**config.mk**
```make
export PLATFORM = sky130hd
export DESIGN_NAME = shifter_top
export DESIGN_NICKNAME = d
export VERILOG_FILES = /design/src/logic/shifter_timing_pkg.sv /design/src/logic/shifter_regs_pkg.sv /design/src/logic/shifter_top.sv /design/src/logic/plane_shifter.sv /design/src/logic/video_fetch.sv /design/src/logic/video_timing.sv /design/src/logic/video_regs.sv
export VERILOG_INCLUDE_DIRS = /design/src /design/src/logic
export SDC_FILE = /design/constraint.sdc
export NUM_CORES = 1
export LEC_CHECK = 0
export ABC_AREA = 1
export BUFFER_PORTS_ARGS = -buffer_cell sky130_fd_sc_hd__buf_2
export CAP_MARGIN = 20
export CORE_AREA = 5 5 209 211
export DETAILED_ROUTE_END_ITERATION = 8
export DIE_AREA = 0 0 214 216
export REMOVE_ABC_BUFFERS = 1
export SLEW_MARGIN = 25
export SYNTH_ARGS = -nofsm -noshare
export SYNTH_HDL_FRONTEND = slang
export SYNTH_SLANG_ARGS = --single-unit
```
**constraint.sdc**
```tcl
create_clock -name clk -period 3.61 [get_ports clk]
set_input_delay 0.722 -clock clk [delete_from_list [all_inputs] [get_ports clk]]
set_output_delay 0.722 -clock clk [all_outputs]
set_load 0.01 [all_outputs]
```
**src/logic/shifter_defines.svh**
```systemverilog
// video shifter constants
// frame timing, bus widths, register map and reset values
`ifndef SHIFTER_DEFINES_SVH
`define SHIFTER_DEFINES_SVH

// bus and counter widths
`define CNT_W   10
`define VADDR_W 23
`define WORD_W  16

// horizontal change points, in pixels of the current mode
`define H_DISP_END 10'd31
`define H_BORDER_R 10'd35
`define H_BLANK_R  10'd39
`define H_SYNC     10'd40
`define H_BLANK_L  10'd44
`define H_BORDER_L 10'd48
`define H_END      10'd55

// vertical change points, in lines
`define V_DISP_END 10'd3
`define V_BORDER_B 10'd5
`define V_BLANK_B  10'd6
`define V_SYNC     10'd7
`define V_BLANK_T  10'd8
`define V_END      10'd9

// fetch lead ahead of the display
`define FETCH_AHEAD 10'd16

// register word addresses
`define BASE_HI   6'h00
`define BASE_MID  6'h01
`define VADDR_HI  6'h02
`define VADDR_MID 6'h03
`define VADDR_LO  6'h04
`define PAL_FIRST 6'h20
`define PAL_LAST  6'h2F
`define SHMODE    6'h30

// reset values
`define BASE_RESET   23'h008000
`define SHMODE_RESET SM_MONO

`endif
```
**src/logic/shifter_timing_pkg.sv**
```systemverilog
// timing side types of the video shifter
// video states and the plane number
package shifter_timing_pkg;

	// per-axis video state, same order as the old shifter
	typedef enum logic [1:0] {
		ST_SYNC   = 2'd0,
		ST_BLANK  = 2'd1,
		ST_BORDER = 2'd2,
		ST_DISP   = 2'd3
	} video_state_t;

	// plane number inside a 16 pixel group
	typedef logic [1:0] plane_idx_t;

endpackage

```
**src/logic/shifter_regs_pkg.sv**
```systemverilog
// register side types of the video shifter
// shift mode encoding and palette entry layout
package shifter_regs_pkg;

	// ----------------------------------------
	// shift mode, as held in the shmode register
	// ----------------------------------------
	typedef enum logic [1:0] {
		// 320 pixels, 4 planes
		SM_LOW  = 2'd0,
		// 640 pixels, 2 planes
		SM_MID  = 2'd1,
		// 640 pixels, 1 plane, mono monitor
		SM_MONO = 2'd2
	} shift_mode_t;

	// one palette entry, 3 bits per channel
	typedef struct packed {
		logic [2:0] r;
		logic [2:0] g;
		logic [2:0] b;
	} pal_entry_t;

endpackage

```
**src/logic/shifter_top.sv**
```systemverilog
// video shifter top level
// connects registers, timing, fetch engine and pixel path
`timescale 1ns/100ps
`include "shifter_defines.svh"

module shifter_top import shifter_regs_pkg::*; (
	input  logic                clk,
	input  logic                cpu_reset,
	input  logic                cpu_sel,
	input  logic                cpu_rw,
	input  logic [5:0]          cpu_addr,
	input  logic [15:0]         cpu_din,
	input  logic                cpu_uds,
	input  logic                cpu_lds,
	output logic [15:0]         cpu_dout,
	output logic                mem_req,
	output logic [`VADDR_W-1:0] mem_addr,
	input  logic                mem_ack,
	input  logic [`WORD_W-1:0]  mem_data,
	output logic                hs,
	output logic                vs,
	output logic                display_enable,
	output logic                pixel_strobe,
	output logic [3:0]          video_r,
	output logic [3:0]          video_g,
	output logic [3:0]          video_b
);

	// ----------------------------------------
	// internal nets
	// ----------------------------------------
	logic [`VADDR_W-1:0]     base_addr;
	logic [`VADDR_W-1:0]     vaddr;
	shift_mode_t             shift_mode;
	pal_entry_t              pal_out;
	logic                    pal0_blue_lsb;
	logic [3:0]              color_index;
	logic [`CNT_W-1:0]       hcnt;
	logic                    blank;
	logic                    border;
	logic                    frame_reload;
	logic                    fetch_window;
	logic [3:0][`WORD_W-1:0] plane_words;

	video_regs u_regs (
		.clk, .cpu_reset, .cpu_sel, .cpu_rw, .cpu_addr, .cpu_din, .cpu_uds, .cpu_lds,
		.vaddr, .color_index, .cpu_dout, .base_addr, .shift_mode, .pal_out, .pal0_blue_lsb
	);

	video_timing u_timing (
		.clk, .cpu_reset, .shift_mode, .pixel_strobe, .hcnt, .vcnt(),
		.blank, .border, .hs, .vs, .frame_reload, .fetch_window
	);

	video_fetch u_fetch (
		.clk, .cpu_reset, .shift_mode, .pixel_strobe, .hcnt, .fetch_window, .frame_reload,
		.base_addr, .mem_req, .mem_addr, .vaddr, .mem_ack, .mem_data, .plane_words
	);

	plane_shifter u_shifter (
		.clk, .cpu_reset, .pixel_strobe, .hcnt, .blank, .border, .shift_mode, .plane_words,
		.pal_out, .pal0_blue_lsb, .color_index, .video_r, .video_g, .video_b, .display_enable
	);

endmodule

```
**src/logic/plane_shifter.sv**
```systemverilog
// video shifter pixel path
// four plane shift registers, colour index, palette or mono
// output stage registered on the pixel strobe
`timescale 1ns/100ps
`include "shifter_defines.svh"

module plane_shifter import shifter_regs_pkg::*; (
	input  logic                    clk,
	input  logic                    cpu_reset,
	input  logic                    pixel_strobe,
	input  logic [`CNT_W-1:0]       hcnt,
	input  logic                    blank,
	input  logic                    border,
	input  shift_mode_t             shift_mode,
	input  logic [3:0][`WORD_W-1:0] plane_words,
	input  pal_entry_t              pal_out,
	input  logic                    pal0_blue_lsb,
	output logic [3:0]              color_index,
	output logic [3:0]              video_r,
	output logic [3:0]              video_g,
	output logic [3:0]              video_b,
	output logic                    display_enable
);

	logic [3:0][`WORD_W-1:0] shreg;
	logic                    reload;
	logic                    mono_bit;

	// new word shows on the next 16 pixel edge, also after the short line end
	assign reload = (hcnt[3:0] == 4'hf) || (hcnt == `H_END);

	always_ff @(posedge clk) begin
		if (pixel_strobe) begin
			if (reload)
				shreg <= plane_words;
			else
				for (int i = 0; i < 4; i++)
					shreg[i] <= {shreg[i][`WORD_W-2:0], 1'b0};
		end
	end

	// plane 3 is the index msb, border uses entry 0
	assign color_index = border ? 4'd0 :
		{shreg[3][`WORD_W-1], shreg[2][`WORD_W-1], shreg[1][`WORD_W-1], shreg[0][`WORD_W-1]};

	// mono inverts with blue lsb of entry 0
	assign mono_bit = shreg[0][`WORD_W-1] ^ pal0_blue_lsb;

	// ----------------------------------------
	// output stage
	// ----------------------------------------
	always_ff @(posedge clk) begin
		if (cpu_reset) begin
			video_r        <= 4'h0;
			video_g        <= 4'h0;
			video_b        <= 4'h0;
			display_enable <= 1'b0;
		end else if (pixel_strobe) begin
			display_enable <= !blank && !border;
			if (blank) begin
				video_r <= 4'h0;
				video_g <= 4'h0;
				video_b <= 4'h0;
			end else if (shift_mode == SM_MONO) begin
				video_r <= {4{mono_bit}};
				video_g <= {4{mono_bit}};
				video_b <= {4{mono_bit}};
			end else begin
				// 3 to 4 bits, msb repeated as lsb
				video_r <= {pal_out.r, pal_out.r[2]};
				video_g <= {pal_out.g, pal_out.g[2]};
				video_b <= {pal_out.b, pal_out.b[2]};
			end
		end
	end

endmodule

```
**src/logic/video_fetch.sv**
```systemverilog
// video shifter fetch engine
// req/ack memory master, video address and plane counters,
// one 16 bit latch per plane
`timescale 1ns/100ps
`include "shifter_defines.svh"

module video_fetch import shifter_regs_pkg::*, shifter_timing_pkg::*; (
	input  logic                   clk,
	input  logic                   cpu_reset,
	input  shift_mode_t            shift_mode,
	input  logic                   pixel_strobe,
	input  logic [`CNT_W-1:0]      hcnt,
	input  logic                   fetch_window,
	input  logic                   frame_reload,
	input  logic [`VADDR_W-1:0]    base_addr,
	output logic                   mem_req,
	output logic [`VADDR_W-1:0]    mem_addr,
	output logic [`VADDR_W-1:0]    vaddr,
	input  logic                   mem_ack,
	input  logic [`WORD_W-1:0]     mem_data,
	output logic [3:0][`WORD_W-1:0] plane_words
);

	plane_idx_t plane;
	plane_idx_t plane_last;
	logic [2:0] words_left;
	logic [3:0] grp_cnt;
	logic       grp_start;
	logic       capture;

	// highest plane number in use
	always_comb begin
		case (shift_mode)
			SM_LOW:  plane_last = 2'd3;
			SM_MID:  plane_last = 2'd1;
			default: plane_last = 2'd0;
		endcase
	end

	// a group starts on every 16th strobe inside the window
	assign grp_start = pixel_strobe && fetch_window && (grp_cnt == 4'd0);
	assign capture   = mem_req && mem_ack;
	// held stable while req is up since vaddr steps only on capture
	assign mem_addr  = vaddr;

	always_ff @(posedge clk) begin
		if (cpu_reset || !fetch_window)
			grp_cnt <= 4'd0;
		else if (pixel_strobe)
			grp_cnt <= grp_cnt + 4'd1;
	end

	// ----------------------------------------
	// four phase master
	// ----------------------------------------
	always_ff @(posedge clk) begin
		if (cpu_reset) begin
			mem_req    <= 1'b0;
			words_left <= 3'd0;
		end else begin
			// late words of the last group are dropped
			if (grp_start)
				words_left <= {1'b0, plane_last} + 3'd1;
			else if (capture)
				words_left <= words_left - 3'd1;
			if (capture)
				mem_req <= 1'b0;
			else if (!mem_req && !mem_ack && words_left != 3'd0)
				mem_req <= 1'b1;
		end
	end

	// address and plane counter, reloaded once per frame
	always_ff @(posedge clk) begin
		if (cpu_reset) begin
			vaddr <= `BASE_RESET;
			plane <= 2'd0;
		end else if (frame_reload) begin
			vaddr <= base_addr;
			plane <= 2'd0;
		end else if (capture) begin
			vaddr <= vaddr + 23'd1;
			plane <= (plane == plane_last) ? 2'd0 : plane + 2'd1;
		end
	end

	// steer each word to its plane, unused planes stay 0
	always_ff @(posedge clk) begin
		for (int i = 0; i < 4; i++) begin
			if (plane_idx_t'(i) > plane_last)
				plane_words[i] <= '0;
			else if (capture && plane == plane_idx_t'(i))
				plane_words[i] <= mem_data;
		end
	end

endmodule

```
**src/logic/video_timing.sv**
```systemverilog
// video shifter timing generator
// pixel strobe per mode, h/v counters, sync, blank, border
// and the fetch window that leads each display line
`timescale 1ns/100ps
`include "shifter_defines.svh"

module video_timing import shifter_regs_pkg::*, shifter_timing_pkg::*; (
	input  logic              clk,
	input  logic              cpu_reset,
	input  shift_mode_t       shift_mode,
	output logic              pixel_strobe,
	output logic [`CNT_W-1:0] hcnt,
	output logic [`CNT_W-1:0] vcnt,
	output logic              blank,
	output logic              border,
	output logic              hs,
	output logic              vs,
	output logic              frame_reload,
	output logic              fetch_window
);

	logic [1:0]   div;
	video_state_t h_state;
	video_state_t v_state;
	logic         next_is_disp;

	// ----------------------------------------
	// pixel strobe, every 1, 2 or 4 clk
	// ----------------------------------------
	always_ff @(posedge clk) begin
		if (cpu_reset)
			div <= 2'd0;
		else
			div <= div + 2'd1;
	end

	always_comb begin
		case (shift_mode)
			SM_LOW:  pixel_strobe = (div == 2'd3);
			SM_MID:  pixel_strobe = div[0];
			default: pixel_strobe = 1'b1;
		endcase
	end

	// state decode, ends of right side and starts of left side
	always_comb begin
		if (hcnt <= `H_DISP_END)      h_state = ST_DISP;
		else if (hcnt <= `H_BORDER_R) h_state = ST_BORDER;
		else if (hcnt <= `H_BLANK_R)  h_state = ST_BLANK;
		else if (hcnt < `H_BLANK_L)   h_state = ST_SYNC;
		else if (hcnt < `H_BORDER_L)  h_state = ST_BLANK;
		else                          h_state = ST_BORDER;
		if (vcnt <= `V_DISP_END)      v_state = ST_DISP;
		else if (vcnt <= `V_BORDER_B) v_state = ST_BORDER;
		else if (vcnt <= `V_BLANK_B)  v_state = ST_BLANK;
		else if (vcnt < `V_BLANK_T)   v_state = ST_SYNC;
		else if (vcnt == `V_BLANK_T)  v_state = ST_BLANK;
		else                          v_state = ST_BORDER;
	end

	// sync counts as blank
	assign blank  = (h_state inside {ST_SYNC, ST_BLANK}) || (v_state inside {ST_SYNC, ST_BLANK});
	assign border = (h_state == ST_BORDER) || (v_state == ST_BORDER);

	// vcnt steps at hcnt == H_SYNC, so at the window start
	// vcnt still holds the line before the display line
	assign next_is_disp = (vcnt == `V_END) || (vcnt < `V_DISP_END);

	// first strobe after vcnt has stepped into the sync line
	assign frame_reload = pixel_strobe && (vcnt == `V_SYNC) && (hcnt == `H_SYNC + 10'd1);

	// ----------------------------------------
	// counters, sync and fetch window
	// ----------------------------------------
	always_ff @(posedge clk) begin
		if (cpu_reset) begin
			hcnt         <= '0;
			vcnt         <= '0;
			hs           <= 1'b1;
			vs           <= 1'b1;
			fetch_window <= 1'b0;
		end else if (pixel_strobe) begin
			hcnt <= (hcnt == `H_END) ? '0 : hcnt + 10'd1;
			if (hcnt == `H_SYNC)
				vcnt <= (vcnt == `V_END) ? '0 : vcnt + 10'd1;
			// active low, one strobe late like the rgb outputs
			hs <= !((hcnt >= `H_SYNC) && (hcnt < `H_BLANK_L));
			vs <= !((vcnt >= `V_SYNC) && (vcnt < `V_BLANK_T));
			// window covers 16 pixels before and the first half of the line
			if (hcnt == `H_END - `FETCH_AHEAD)
				fetch_window <= next_is_disp;
			else if (hcnt == `H_DISP_END - `FETCH_AHEAD)
				fetch_window <= 1'b0;
		end
	end

endmodule

```
**src/logic/video_regs.sv**
```systemverilog
// video shifter register file
// base address, shift mode and 16 entry palette on the cpu bus,
// plus read back of the video address counter
`timescale 1ns/100ps
`include "shifter_defines.svh"

module video_regs import shifter_regs_pkg::*; (
	input  logic                clk,
	input  logic                cpu_reset,
	input  logic                cpu_sel,
	input  logic                cpu_rw,
	input  logic [5:0]          cpu_addr,
	input  logic [15:0]         cpu_din,
	input  logic                cpu_uds,
	input  logic                cpu_lds,
	input  logic [`VADDR_W-1:0] vaddr,
	input  logic [3:0]          color_index,
	output logic [15:0]         cpu_dout,
	output logic [`VADDR_W-1:0] base_addr,
	output shift_mode_t         shift_mode,
	output pal_entry_t          pal_out,
	output logic                pal0_blue_lsb
);

	pal_entry_t palette [16];
	pal_entry_t rd_entry;
	logic       wr;
	logic       pal_sel;

	// single cycle select, rw low means write
	assign wr      = cpu_sel && !cpu_rw;
	assign pal_sel = (cpu_addr >= `PAL_FIRST) && (cpu_addr <= `PAL_LAST);

	// ----------------------------------------
	// register writes
	// ----------------------------------------
	always_ff @(posedge clk) begin
		if (cpu_reset) begin
			base_addr  <= `BASE_RESET;
			shift_mode <= `SHMODE_RESET;
		end else if (wr) begin
			// base bytes live in the low data byte
			if (!cpu_lds && cpu_addr == `BASE_HI) begin
				base_addr[22:15] <= cpu_din[7:0];
				base_addr[6:0]   <= 7'h00;
			end
			if (!cpu_lds && cpu_addr == `BASE_MID) begin
				base_addr[14:7] <= cpu_din[7:0];
				base_addr[6:0]  <= 7'h00;
			end
			// mode sits in the high data byte
			if (!cpu_uds && cpu_addr == `SHMODE)
				shift_mode <= shift_mode_t'(cpu_din[9:8]);
		end
	end

	// palette, red in upper byte, green and blue in lower byte
	always_ff @(posedge clk) begin
		if (wr && pal_sel) begin
			if (!cpu_uds)
				palette[cpu_addr[3:0]].r <= cpu_din[10:8];
			if (!cpu_lds) begin
				palette[cpu_addr[3:0]].g <= cpu_din[6:4];
				palette[cpu_addr[3:0]].b <= cpu_din[2:0];
			end
		end
	end

	// second read port for the pixel path
	assign pal_out       = palette[color_index];
	// mono invert bit
	assign pal0_blue_lsb = palette[0].b[0];

	// ----------------------------------------
	// read mux
	// ----------------------------------------
	assign rd_entry = palette[cpu_addr[3:0]];

	always_comb begin
		cpu_dout = 16'h0000;
		if (cpu_sel && cpu_rw) begin
			if (pal_sel) begin
				// unused msb of each nibble reads 0
				cpu_dout = {4'h0, 1'b0, rd_entry.r, 1'b0, rd_entry.g, 1'b0, rd_entry.b};
			end else begin
				case (cpu_addr)
					`BASE_HI:   cpu_dout = {8'h00, base_addr[22:15]};
					`BASE_MID:  cpu_dout = {8'h00, base_addr[14:7]};
					`VADDR_HI:  cpu_dout = {8'h00, vaddr[22:15]};
					`VADDR_MID: cpu_dout = {8'h00, vaddr[14:7]};
					// word address shown as byte address
					`VADDR_LO:  cpu_dout = {8'h00, vaddr[6:0], 1'b0};
					`SHMODE:    cpu_dout = {6'h00, shift_mode, 8'h00};
					default:    cpu_dout = 16'h0000;
				endcase
			end
		end
	end

endmodule

```
==> reports/qor.yml, run 1 <==
yosys:
  synth_fa_ha_area_share_pct: 1.30
  yosysSeqAreaShare_pct: 57.5
  synth.largest_area_cell: "edfxtp_1"
  synthSimpleGateAreaFrac_pct: 20.5
  synth_flop_cell: "edfxtp_1"
  synth-edff-count: 224
  synth_xor_area_share_pct: 0.963
  synthMuxAreaShare_pct: 0
  async_reset_ff_share_pct: 0
  yosysUniqueCellTypes: 52
  avgSynthCellArea_um2: 9.12
  synth_compound_area_share_pct: 13.0
  ys_ff_latch: 358
  yosysTopAreaCellShare_pct: 41.1
  synth_area_um2: 16400
  ys_warn_count: 0
  syn_inst: 1795
  synth_top_family_by_area: "simple AND/OR/NAND/NOR gates"
  synth_area_leaders: "edfxtp_1 41%, dfxtp_1 16%, nand2_1 8.8%"
power_and_ir_drop:
  seqPwrFrac_pct: 49.9
  internal_power_w: 0.00678
  p_sw_share_pct: 22.7
  ir_worst_vdd_uv: 412
  p_leak_nw: 7.06
  power_density_nw_per_um2: 465
  total_power_w: 0.00877
  share_comb_of_total_power_pct: 4.6
  clock_power_share_pct: 45.5
  switchingPower_w: 0.00199
hold_path:
  hold_class: "input pin to flop"
  hold_start: "mem_ack"
finish:
  area_delta_synth_final_pct: 15.2
  stdcell_area_um2: 18800
  nNetsFinal: 1955
  final_cell_mix: "383 x nand2_1, 224 x edfxtp_1, 161 x inv_1"
  final_common_cell: "nand2_1"
  fillCellCount: 3950
  drive_gt1_share_pct: 12.7
  utilization_pct: 45.3
  regArea_um2: 9410
  multi_input_area_um2: 5880
  antenna_cells: 0
place:
  hpwl_mm: 31.2
  numPortBuffers: 90
  gp_congestion: 0.935
  dpl_cell_area_um2: 17600
setup_path:
  reg2reg_depth: 15
  end_kind: "output pin"
  start_kind: "input pin"
  arrival_ns: 2.58
  crit_path_start: "cpu_addr[5]"
  rr_endpoint: "u_shifter.video_g[0]$_SDFFE_PP0N_"
  crit_fanout: 9
  regToRegStartpoint: "u_timing.vcnt[0]$_SDFFE_PP0P_"
  reg2reg_slack_ns: 0.56
  path_class: "input pin to output pin"
  crit_required_ns: 2.89
  cp-endpoint: "cpu_dout[6]"
clock_network:
  postCtsResizedCells: 0
  cts_sinks: 358
  cts-root-buf: "clkbuf_16"
  htree_levels: 2
  cts_tree: "built"
  post_cts_buffers: 0
  clock_path_buffers: 3
  cts_hold_buf: 0
  numCtsBuffers: 40
  clk_pin_slew_ns: 0.05
  clock_latency_ns: 0.57
global_routing:
  grt_use_total_pct: 19.5
  grt_pass1_wl_mm: 72.3
  grt_max_degree: 57
  grt.overflow.total: 0
  antenna_found_initial: 1
  grt_pass1_vias: 12700
die:
  die_y_um: 216
  initial_core_util_pct: 39.4
  ioPinCount: 101
  dieArea_um2: 46200
  coreArea_um2: 41600
  die_w_um: 214
  fp-row-count: 75
timing:
  worst_pin_slew_ns: 0.834
  rsz0062_at_grt: "false"
  slew_violations: 0
  period_needed_ns: 3.31
  fmax_ghz: 0.303
  hold_viol: 0
  tns_ns: 0
  clock_skew_ns: 0.0226
  min_period_over_period_pct: 91.6
  finalSetupViolCount: 0
  relSlewSlack_pct: 44.3
run_status:
  outcome: "finished, final reports clean"
routing:
  vias: 13200
  drt-wirelength-per-cell_um: 18.9
  ant_nets: 0
  firstDrtPassIters: 7
  wirelength_mm: 46.6
  dr.first_iter.drc_count: 1201
  vias_per_cell: 5.37
  drc: 0
job:
  drv_cap: 0
critical path, stage by stage:
cell and delay, ns:
buf_2 0.12, nor2_1 0.08, nand2_1 0.19, clkinv_1 0.29, nand2_1 0.29, o21ai_0 0.10, a2111oi_0 0.42, o22ai_1 0.19
buf_2 0.18
worst min path at each step:
stage / end / cells after the start
2_1_floorplan: u_timing.div[0]$_SDFF_PP0_ / 1
5_1_grt: u_fetch.mem_req$_SDFFE_PP0P_ / 2
3_5_place_dp: u_fetch.plane_words[50]$_SDFFE_PN0P_ / 2
4_1_cts: u_fetch.mem_req$_SDFFE_PP0P_ / 2
6_report: u_fetch.mem_req$_SDFFE_PP0P_ / 2
3_3_place_gp: u_timing.div[0]$_SDFF_PP0_ / 1
cells by family after synthesis:
logic type | Yosys count
simple gates | 766
other cells | 1
xor+xnor | 18
buf+inv | 270
compound gates | 365
flops | 358
fa+ha+maj | 17
layer usage:
layer / track usage (%) / wire length [um] / up-vias
met2: 32.5 / 22100 / 477
met1: 25.6 / 19500 / 6297
li1: - / - / 6382
met4: 4.60 / 834 / 2
met3: 5.37 / 4170 / 68
met5: 0 / 7 / -
power by group through the flow:
stage | clock [W] | sequential, W | combinational (W)
after global placement | 0 | 0.00446 | 0.000393
after floorplan | 0 | 0.00446 | 0.000182
after detailed placement | 0 | 0.00446 | 0.000397
after global routing | 0.00427 | 0.00437 | 0.000437
after CTS | 0.00409 | 0.00437 | 0.000398
final | 0.00399 | 0.00437 | 0.000402
synth_stat cells (14+ instances only):
| library cell | instances |
|---|---|
| ha_1 | 17 |
| nand2_1 | 383 |
| inv_2 | 14 |
| xor2_1 | 15 |
| a22oi_1 | 25 |
| clkbuf_1 | 56 |
| inv_1 | 161 |
| nor3_1 | 43 |
| edfxtp_1 | 224 |
| nor2_1 | 137 |
| nand3_1 | 149 |
| a21oi_1 | 92 |
| dfxtp_1 | 134 |
| o22ai_1 | 54 |
| o21ai_0 | 138 |
| a211oi_1 | 23 |
through the flow:
step	hold slack (ns)	setup slack [ns]	instances
3_5_place_dp	0.438	0.346	2390
3_3_place_gp	0.427	0.378	2390
6_report	0.353	0.305	2464
5_1_grt	0.323	0.174	2464
4_1_cts	0.316	0.344	2464
2_1_floorplan	0.415	0.138	1708
layout make-up:
cell class / count / area share [%]
clock buffers: 61 / 5.89
clock inverters: 13 / 0.929
inverters: 179 / 3.57
multi-input cells: 1171 / 31.2
flip-flops and latches: 358 / 49.9
well taps: 539 / 3.58
repair buffers: 143 / 4.90
registers in the layout, indices dropped and copies added (netlist names), 3 cells and up:
register / count
u_fetch.mem_addr: 23
u_shifter.video_b: 3
u_regs.palette: 144
u_timing.vcnt: 10
u_fetch.grp_cnt: 4
u_shifter.video_g: 3
u_fetch.words_left: 3
u_shifter.shreg: 64
u_regs.base_addr: 16
u_shifter.video_r: 3
u_timing.hcnt: 10
u_fetch.plane_words: 64
Power figures use the tool's default switching activity.
==> run 2: changes to the inputs <==
CORE_AREA = 5 5 150 295   (was 5 5 209 211)
DIE_AREA = 0 0 155 300   (was 0 0 214 216)
==> reports/qor.yml, run 2 (synthesis results as in run 1) <==
hold_path:
  hold_class: "input pin to flop"
clock_network:
  clk_pin_slew_ns: 0.06
  cts_hold_buf: 0
  cts-root-buf: "clkbuf_16"
  post_cts_buffers: 0
  htree_levels: 2
  numCtsBuffers: 35
  clock_path_buffers: 3
  cts_sinks: 358
  clock_latency_ns: 0.53
  cts_tree: "built"
  postCtsResizedCells: 0
global_routing:
  grt_max_degree: 68
  grt_pass1_vias: 13300
  grt_use_total_pct: 20.8
  grt_pass1_wl_mm: 74.9
  antenna_found_initial: 1
  grt.overflow.total: 0
finish:
  area_delta_synth_final_pct: 13.9
  final_cell_mix: "383 x nand2_1, 224 x edfxtp_1, 161 x inv_1"
  largest_register_ffs: 144
  nNetsFinal: 1952
  fillCellCount: 4050
  drive_gt1_share_pct: 12.4
  antenna_cells: 0
  final_common_cell: "nand2_1"
  multi_input_area_um2: 5880
  stdcell_area_um2: 18600
  regArea_um2: 9410
setup_path:
  slowest_delay_ns: 0.40
  crit_fanout: 30
  path_class: "input pin to output pin"
  arrival_ns: 2.60
  end_kind: "output pin"
  path_cells: "buf_2 -> nor2_1 -> inv_1 -> buf_12 -> nor2_1 -> buf_4 -> a22oi_1 -> a311oi_1 -> buf_2"
  crit_slowest_cell: "a311oi_1"
  start_kind: "input pin"
  crit_required_ns: 2.89
timing:
  period_needed_ns: 3.32
  min_period_over_period_pct: 92.0
  finalSetupViolCount: 0
  clock_skew_ns: 0.0268
  fmax_ghz: 0.301
  hold_viol: 0
  relSlewSlack_pct: 41.1
  worst_pin_slew_ns: 0.884
  rsz0062_at_grt: "false"
  tns_ns: 0
  slew_violations: 0
power_and_ir_drop:
  clock_power_share_pct: 42.4
  switchingPower_w: 0.00183
  ir_worst_vdd_uv: 390
  seqPwrFrac_pct: 52.7
  p_sw_share_pct: 22.1
  p_leak_nw: 6.97
  internal_power_w: 0.00647
  power_density_nw_per_um2: 445
  share_comb_of_total_power_pct: 4.9
  total_power_w: 0.00830
routing:
  drt-wirelength-per-cell_um: 20.1
  ant_nets: 0
  vias_per_cell: 5.42
  dr.first_iter.drc_count: 917
  wirelength_mm: 49.4
  firstDrtPassIters: 7
  vias: 13300
  drc: 0
place:
  numPortBuffers: 90
  hpwl_mm: 35.5
  gp_congestion: 0.965
  dpl_cell_area_um2: 17600
die:
  fp-row-count: 106
  die_w_um: 155
  ioPinCount: 101
  dieArea_um2: 46500
  die_y_um: 300
  initial_core_util_pct: 39.2
  coreArea_um2: 41800
run_status:
  outcome: "finished, final reports clean"
job:
  drv_cap: 0
==> run 2: changes by cell type in the layout (fill, tap and decap cells not counted), sizes merged <==
cell      delta
buf          +2
clkbuf      -10
clkinv       -2
clkinvlp     +1
inv          -1
==> run 2: layer usage <==
metal / vias up / routed length, um / track usage (%)
met5: - / 13 / 0
met4: 2 / 3680 / 13.8
met3: 160 / 2700 / 2.82
met2: 530 / 26400 / 38.7
met1: 6235 / 16600 / 21.1
li1: 6367 / - / -
==> run 2: critical path: cells and delay by family <==
family	cells	cell delay, ns
buf+inv	5	0.84
simple gates	2	0.53
compound gates	2	0.48
==> run 2: per-stage QoR <==
| step | hold WS [ns] | worst slack [ns] | std cells | utilization (%) |
|---|---|---|---|---|
| 2_1_floorplan | 0.415 | 0.138 | 1708 | - |
| 3_3_place_gp | 0.432 | 0.237 | 2393 | 42.1 |
| 3_5_place_dp | 0.438 | 0.284 | 2393 | 42.1 |
| 4_1_cts | 0.397 | 0.267 | 2455 | 44.6 |
| 5_1_grt | 0.409 | 0.196 | 2455 | 44.6 |
| 6_report | 0.418 | 0.290 | 2455 | 44.6 |
==> run 2: final timing paths <==
| kind | from | endpoint | slack [ns] | cells past startpoint |
|---|---|---|---|---|
| min reg2reg | u_fetch.plane_words[55]$_SDFFE_PN0P_ | u_fetch.plane_words[55]$_SDFFE_PN0P_ | 0.45 | 2 |
| min | mem_data[7] | u_fetch.plane_words[7]$_DFFE_PP_ | 0.42 | 1 |
| max | cpu_addr[1] | cpu_dout[4] | 0.29 | 9 |
| max reg2reg | u_timing.vcnt[0]$_SDFFE_PP0P_ | u_shifter.video_r[2]$_SDFFE_PP0N_ | 0.64 | 15 |
==> run 2: final cells by class <==
cell class,instances,share of cell area (%)
clock buffers,51,5.14
inverters,179,3.60
multi-input cells,1171,31.5
clock inverters,11,0.597
well taps,540,3.62
flip-flops and latches,358,50.5
repair buffers,145,5.03
==> run 2: power by group through the flow <==
| stage | logic [W] | registers (W) | clock network, W |
|---|---|---|---|
| after global placement | 0.000402 | 0.00446 | 0 |
| after detailed placement | 0.000406 | 0.00446 | 0 |
| after CTS | 0.000406 | 0.00437 | 0.00361 |
| final | 0.000408 | 0.00437 | 0.00352 |
| after floorplan | 0.000182 | 0.00446 | 0 |
| after global routing | 0.000440 | 0.00437 | 0.00377 |
==> run 3: changes to the inputs <==
--- a/config.mk
+++ b/config.mk
@@ -11,8 +11,8 @@
 export CAP_MARGIN = 20
 export CORE_AREA = 5 5 150 295
+export CTS_CLUSTER_SIZE = 20
 export DETAILED_ROUTE_END_ITERATION = 8
 export DIE_AREA = 0 0 155 300
 export REMOVE_ABC_BUFFERS = 1
-export SLEW_MARGIN = 25
 export SYNTH_ARGS = -nofsm -noshare
 export SYNTH_HDL_FRONTEND = slang
==> constraint.sdc (replaced) <==
create_clock -name clk -period 3.61 [get_ports clk]
set_input_delay 0.722 -clock clk [delete_from_list [all_inputs] [get_ports clk]]
set_output_delay 0.722 -clock clk [all_outputs]
set_load 0.02 [all_outputs]
==> reports/qor.yml, run 3 (synthesis results as in run 1) <==
run_status:
  outcome: "finished, final reports clean"
routing:
  drt-wirelength-per-cell_um: 20.1
  wirelength_mm: 49.5
  vias_per_cell: 5.43
  vias: 13400
  ant_nets: 0
  drc: 0
  firstDrtPassIters: 5
  dr.first_iter.drc_count: 834
setup_path:
  end_kind: "output pin"
  path_class: "input pin to output pin"
  start_kind: "input pin"
  crit_required_ns: 2.89
  crit_fanout: 10
  arrival_ns: 2.72
die:
  die_w_um: 155
  fp-row-count: 106
  die_y_um: 300
  coreArea_um2: 41800
  ioPinCount: 101
  initial_core_util_pct: 39.2
  dieArea_um2: 46500
clock_network:
  clock_latency_ns: 0.53
  cts_sinks: 358
  post_cts_buffers: 0
  postCtsResizedCells: 0
  cts_hold_buf: 0
  clock_path_buffers: 3
  cts_tree: "built"
  clk_pin_slew_ns: 0.07
  numCtsBuffers: 35
  htree_levels: 2
  cts-root-buf: "clkbuf_16"
finish:
  utilization_pct: 44.8
  drive_gt1_share_pct: 13.0
  largest_register_ffs: 144
  area_delta_synth_final_pct: 14.4
  final_common_cell: "nand2_1"
  nNetsFinal: 1956
  final_cell_mix: "383 x nand2_1, 224 x edfxtp_1, 161 x inv_1"
  stdcell_area_um2: 18700
timing:
  worst_pin_slew_ns: 0.905
  clock_skew_ns: 0.0260
  slew_violations: 0
  hold_viol: 0
  period_needed_ns: 3.44
  relSlewSlack_pct: 39.7
  finalSetupViolCount: 0
  min_period_over_period_pct: 95.3
  rsz0062_at_grt: "false"
  fmax_ghz: 0.291
place:
  gp_congestion: 0.940
  dpl_cell_area_um2: 17600
  numPortBuffers: 90
  hpwl_mm: 35.4
global_routing:
  antenna_found_initial: 3
  grt.overflow.total: 0
  grt_pass1_wl_mm: 75.4
  grt_use_total_pct: 20.9
  grt_pass1_vias: 13300
  grt_max_degree: 68
job:
  drv_cap: 0
power_and_ir_drop:
  p_leak_nw: 7.02
  share_comb_of_total_power_pct: 5.0
  power_density_nw_per_um2: 451
  seqPwrFrac_pct: 51.7
  p_sw_share_pct: 22.7
  internal_power_w: 0.00653
  switchingPower_w: 0.00191
  ir_worst_vdd_uv: 356
  clock_power_share_pct: 43.3
hold_path:
  hold_class: "input pin to flop"
==> run 3: cell types whose count changed in the layout (fill, tap and decap cells not counted), sizes merged <==
cell,previous run,this run
diode,0,1
clkinvlp,2,3
clkinv,10,12
clkbuf,51,45
buf,145,149
inv,176,179
==> run 3: cell type report <==
type | count | area, um2
clock buffers | 45 | 965
diodes | 1 | 2.50
clock inverters | 17 | 160
well taps | 540 | 676
inverters | 179 | 672
flip-flops and latches | 358 | 9410
multi-input cells | 1171 | 5880
fillers | 4039 | 23000
repair buffers | 149 | 968
==> run 3: metrics by stage <==
| stage | TNS [ns] | hold slack (ns) | power (W) | instances | setup WS (ns) |
|---|---|---|---|---|---|
| 2_1_floorplan | -0.0354 | 0.415 | 0.00465 | 1708 | -0.0354 |
| 3_3_place_gp | 0 | 0.432 | 0.00487 | 2397 | 0.150 |
| 3_5_place_dp | 0 | 0.437 | 0.00488 | 2397 | 0.179 |
| 4_1_cts | 0 | 0.347 | 0.00853 | 2459 | 0.174 |
| 5_1_grt | 0 | 0.365 | 0.00873 | 2459 | 0.110 |
| 6_report | 0 | 0.368 | 0.00845 | 2460 | 0.171 |
==> run 3: worst paths after layout <==
path                                         from                              endpoint  slack [ns]  depth (start not counted)
max                                   cpu_addr[0]                           cpu_dout[4]        0.17                          8
min                                       mem_ack          u_fetch.mem_req$_SDFFE_PP0P_        0.37                          2
max reg2reg         u_timing.vcnt[0]$_SDFFE_PP0P_     u_shifter.video_g[2]$_SDFFE_PP0N_        0.62                         15
min reg2reg  u_fetch.plane_words[52]$_SDFFE_PN0P_  u_fetch.plane_words[52]$_SDFFE_PN0P_        0.44                          2
==> run 3: worst max-delay path, stage by stage <==
cell and delay, ns:
buf_2 0.11, inv_1 0.06, nand2_1 0.10, inv_1 0.44
nand2_1 0.31, o221a_2 0.30, a311oi_1 0.41, buf_2 0.25
==> run 3: per-layer routing <==
layer,part of all wire (%),GRT usage (%),vias to the layer above
met5,0.026,0,-
met4,7.6,14.5,2
met3,5.7,3.01,172
met2,53,38.5,530
met1,34,21.3,6274
li1,-,-,6376
==> run 3: power groups by stage <==
stage / clock network, W / logic, W / registers [W]
2_1_floorplan: 0 / 0.000186 / 0.00447
3_3_place_gp: 0 / 0.000414 / 0.00446
3_5_place_dp: 0 / 0.000417 / 0.00446
4_1_cts: 0.00374 / 0.000418 / 0.00437
5_1_grt: 0.00390 / 0.000453 / 0.00437
6_report: 0.00366 / 0.000420 / 0.00437
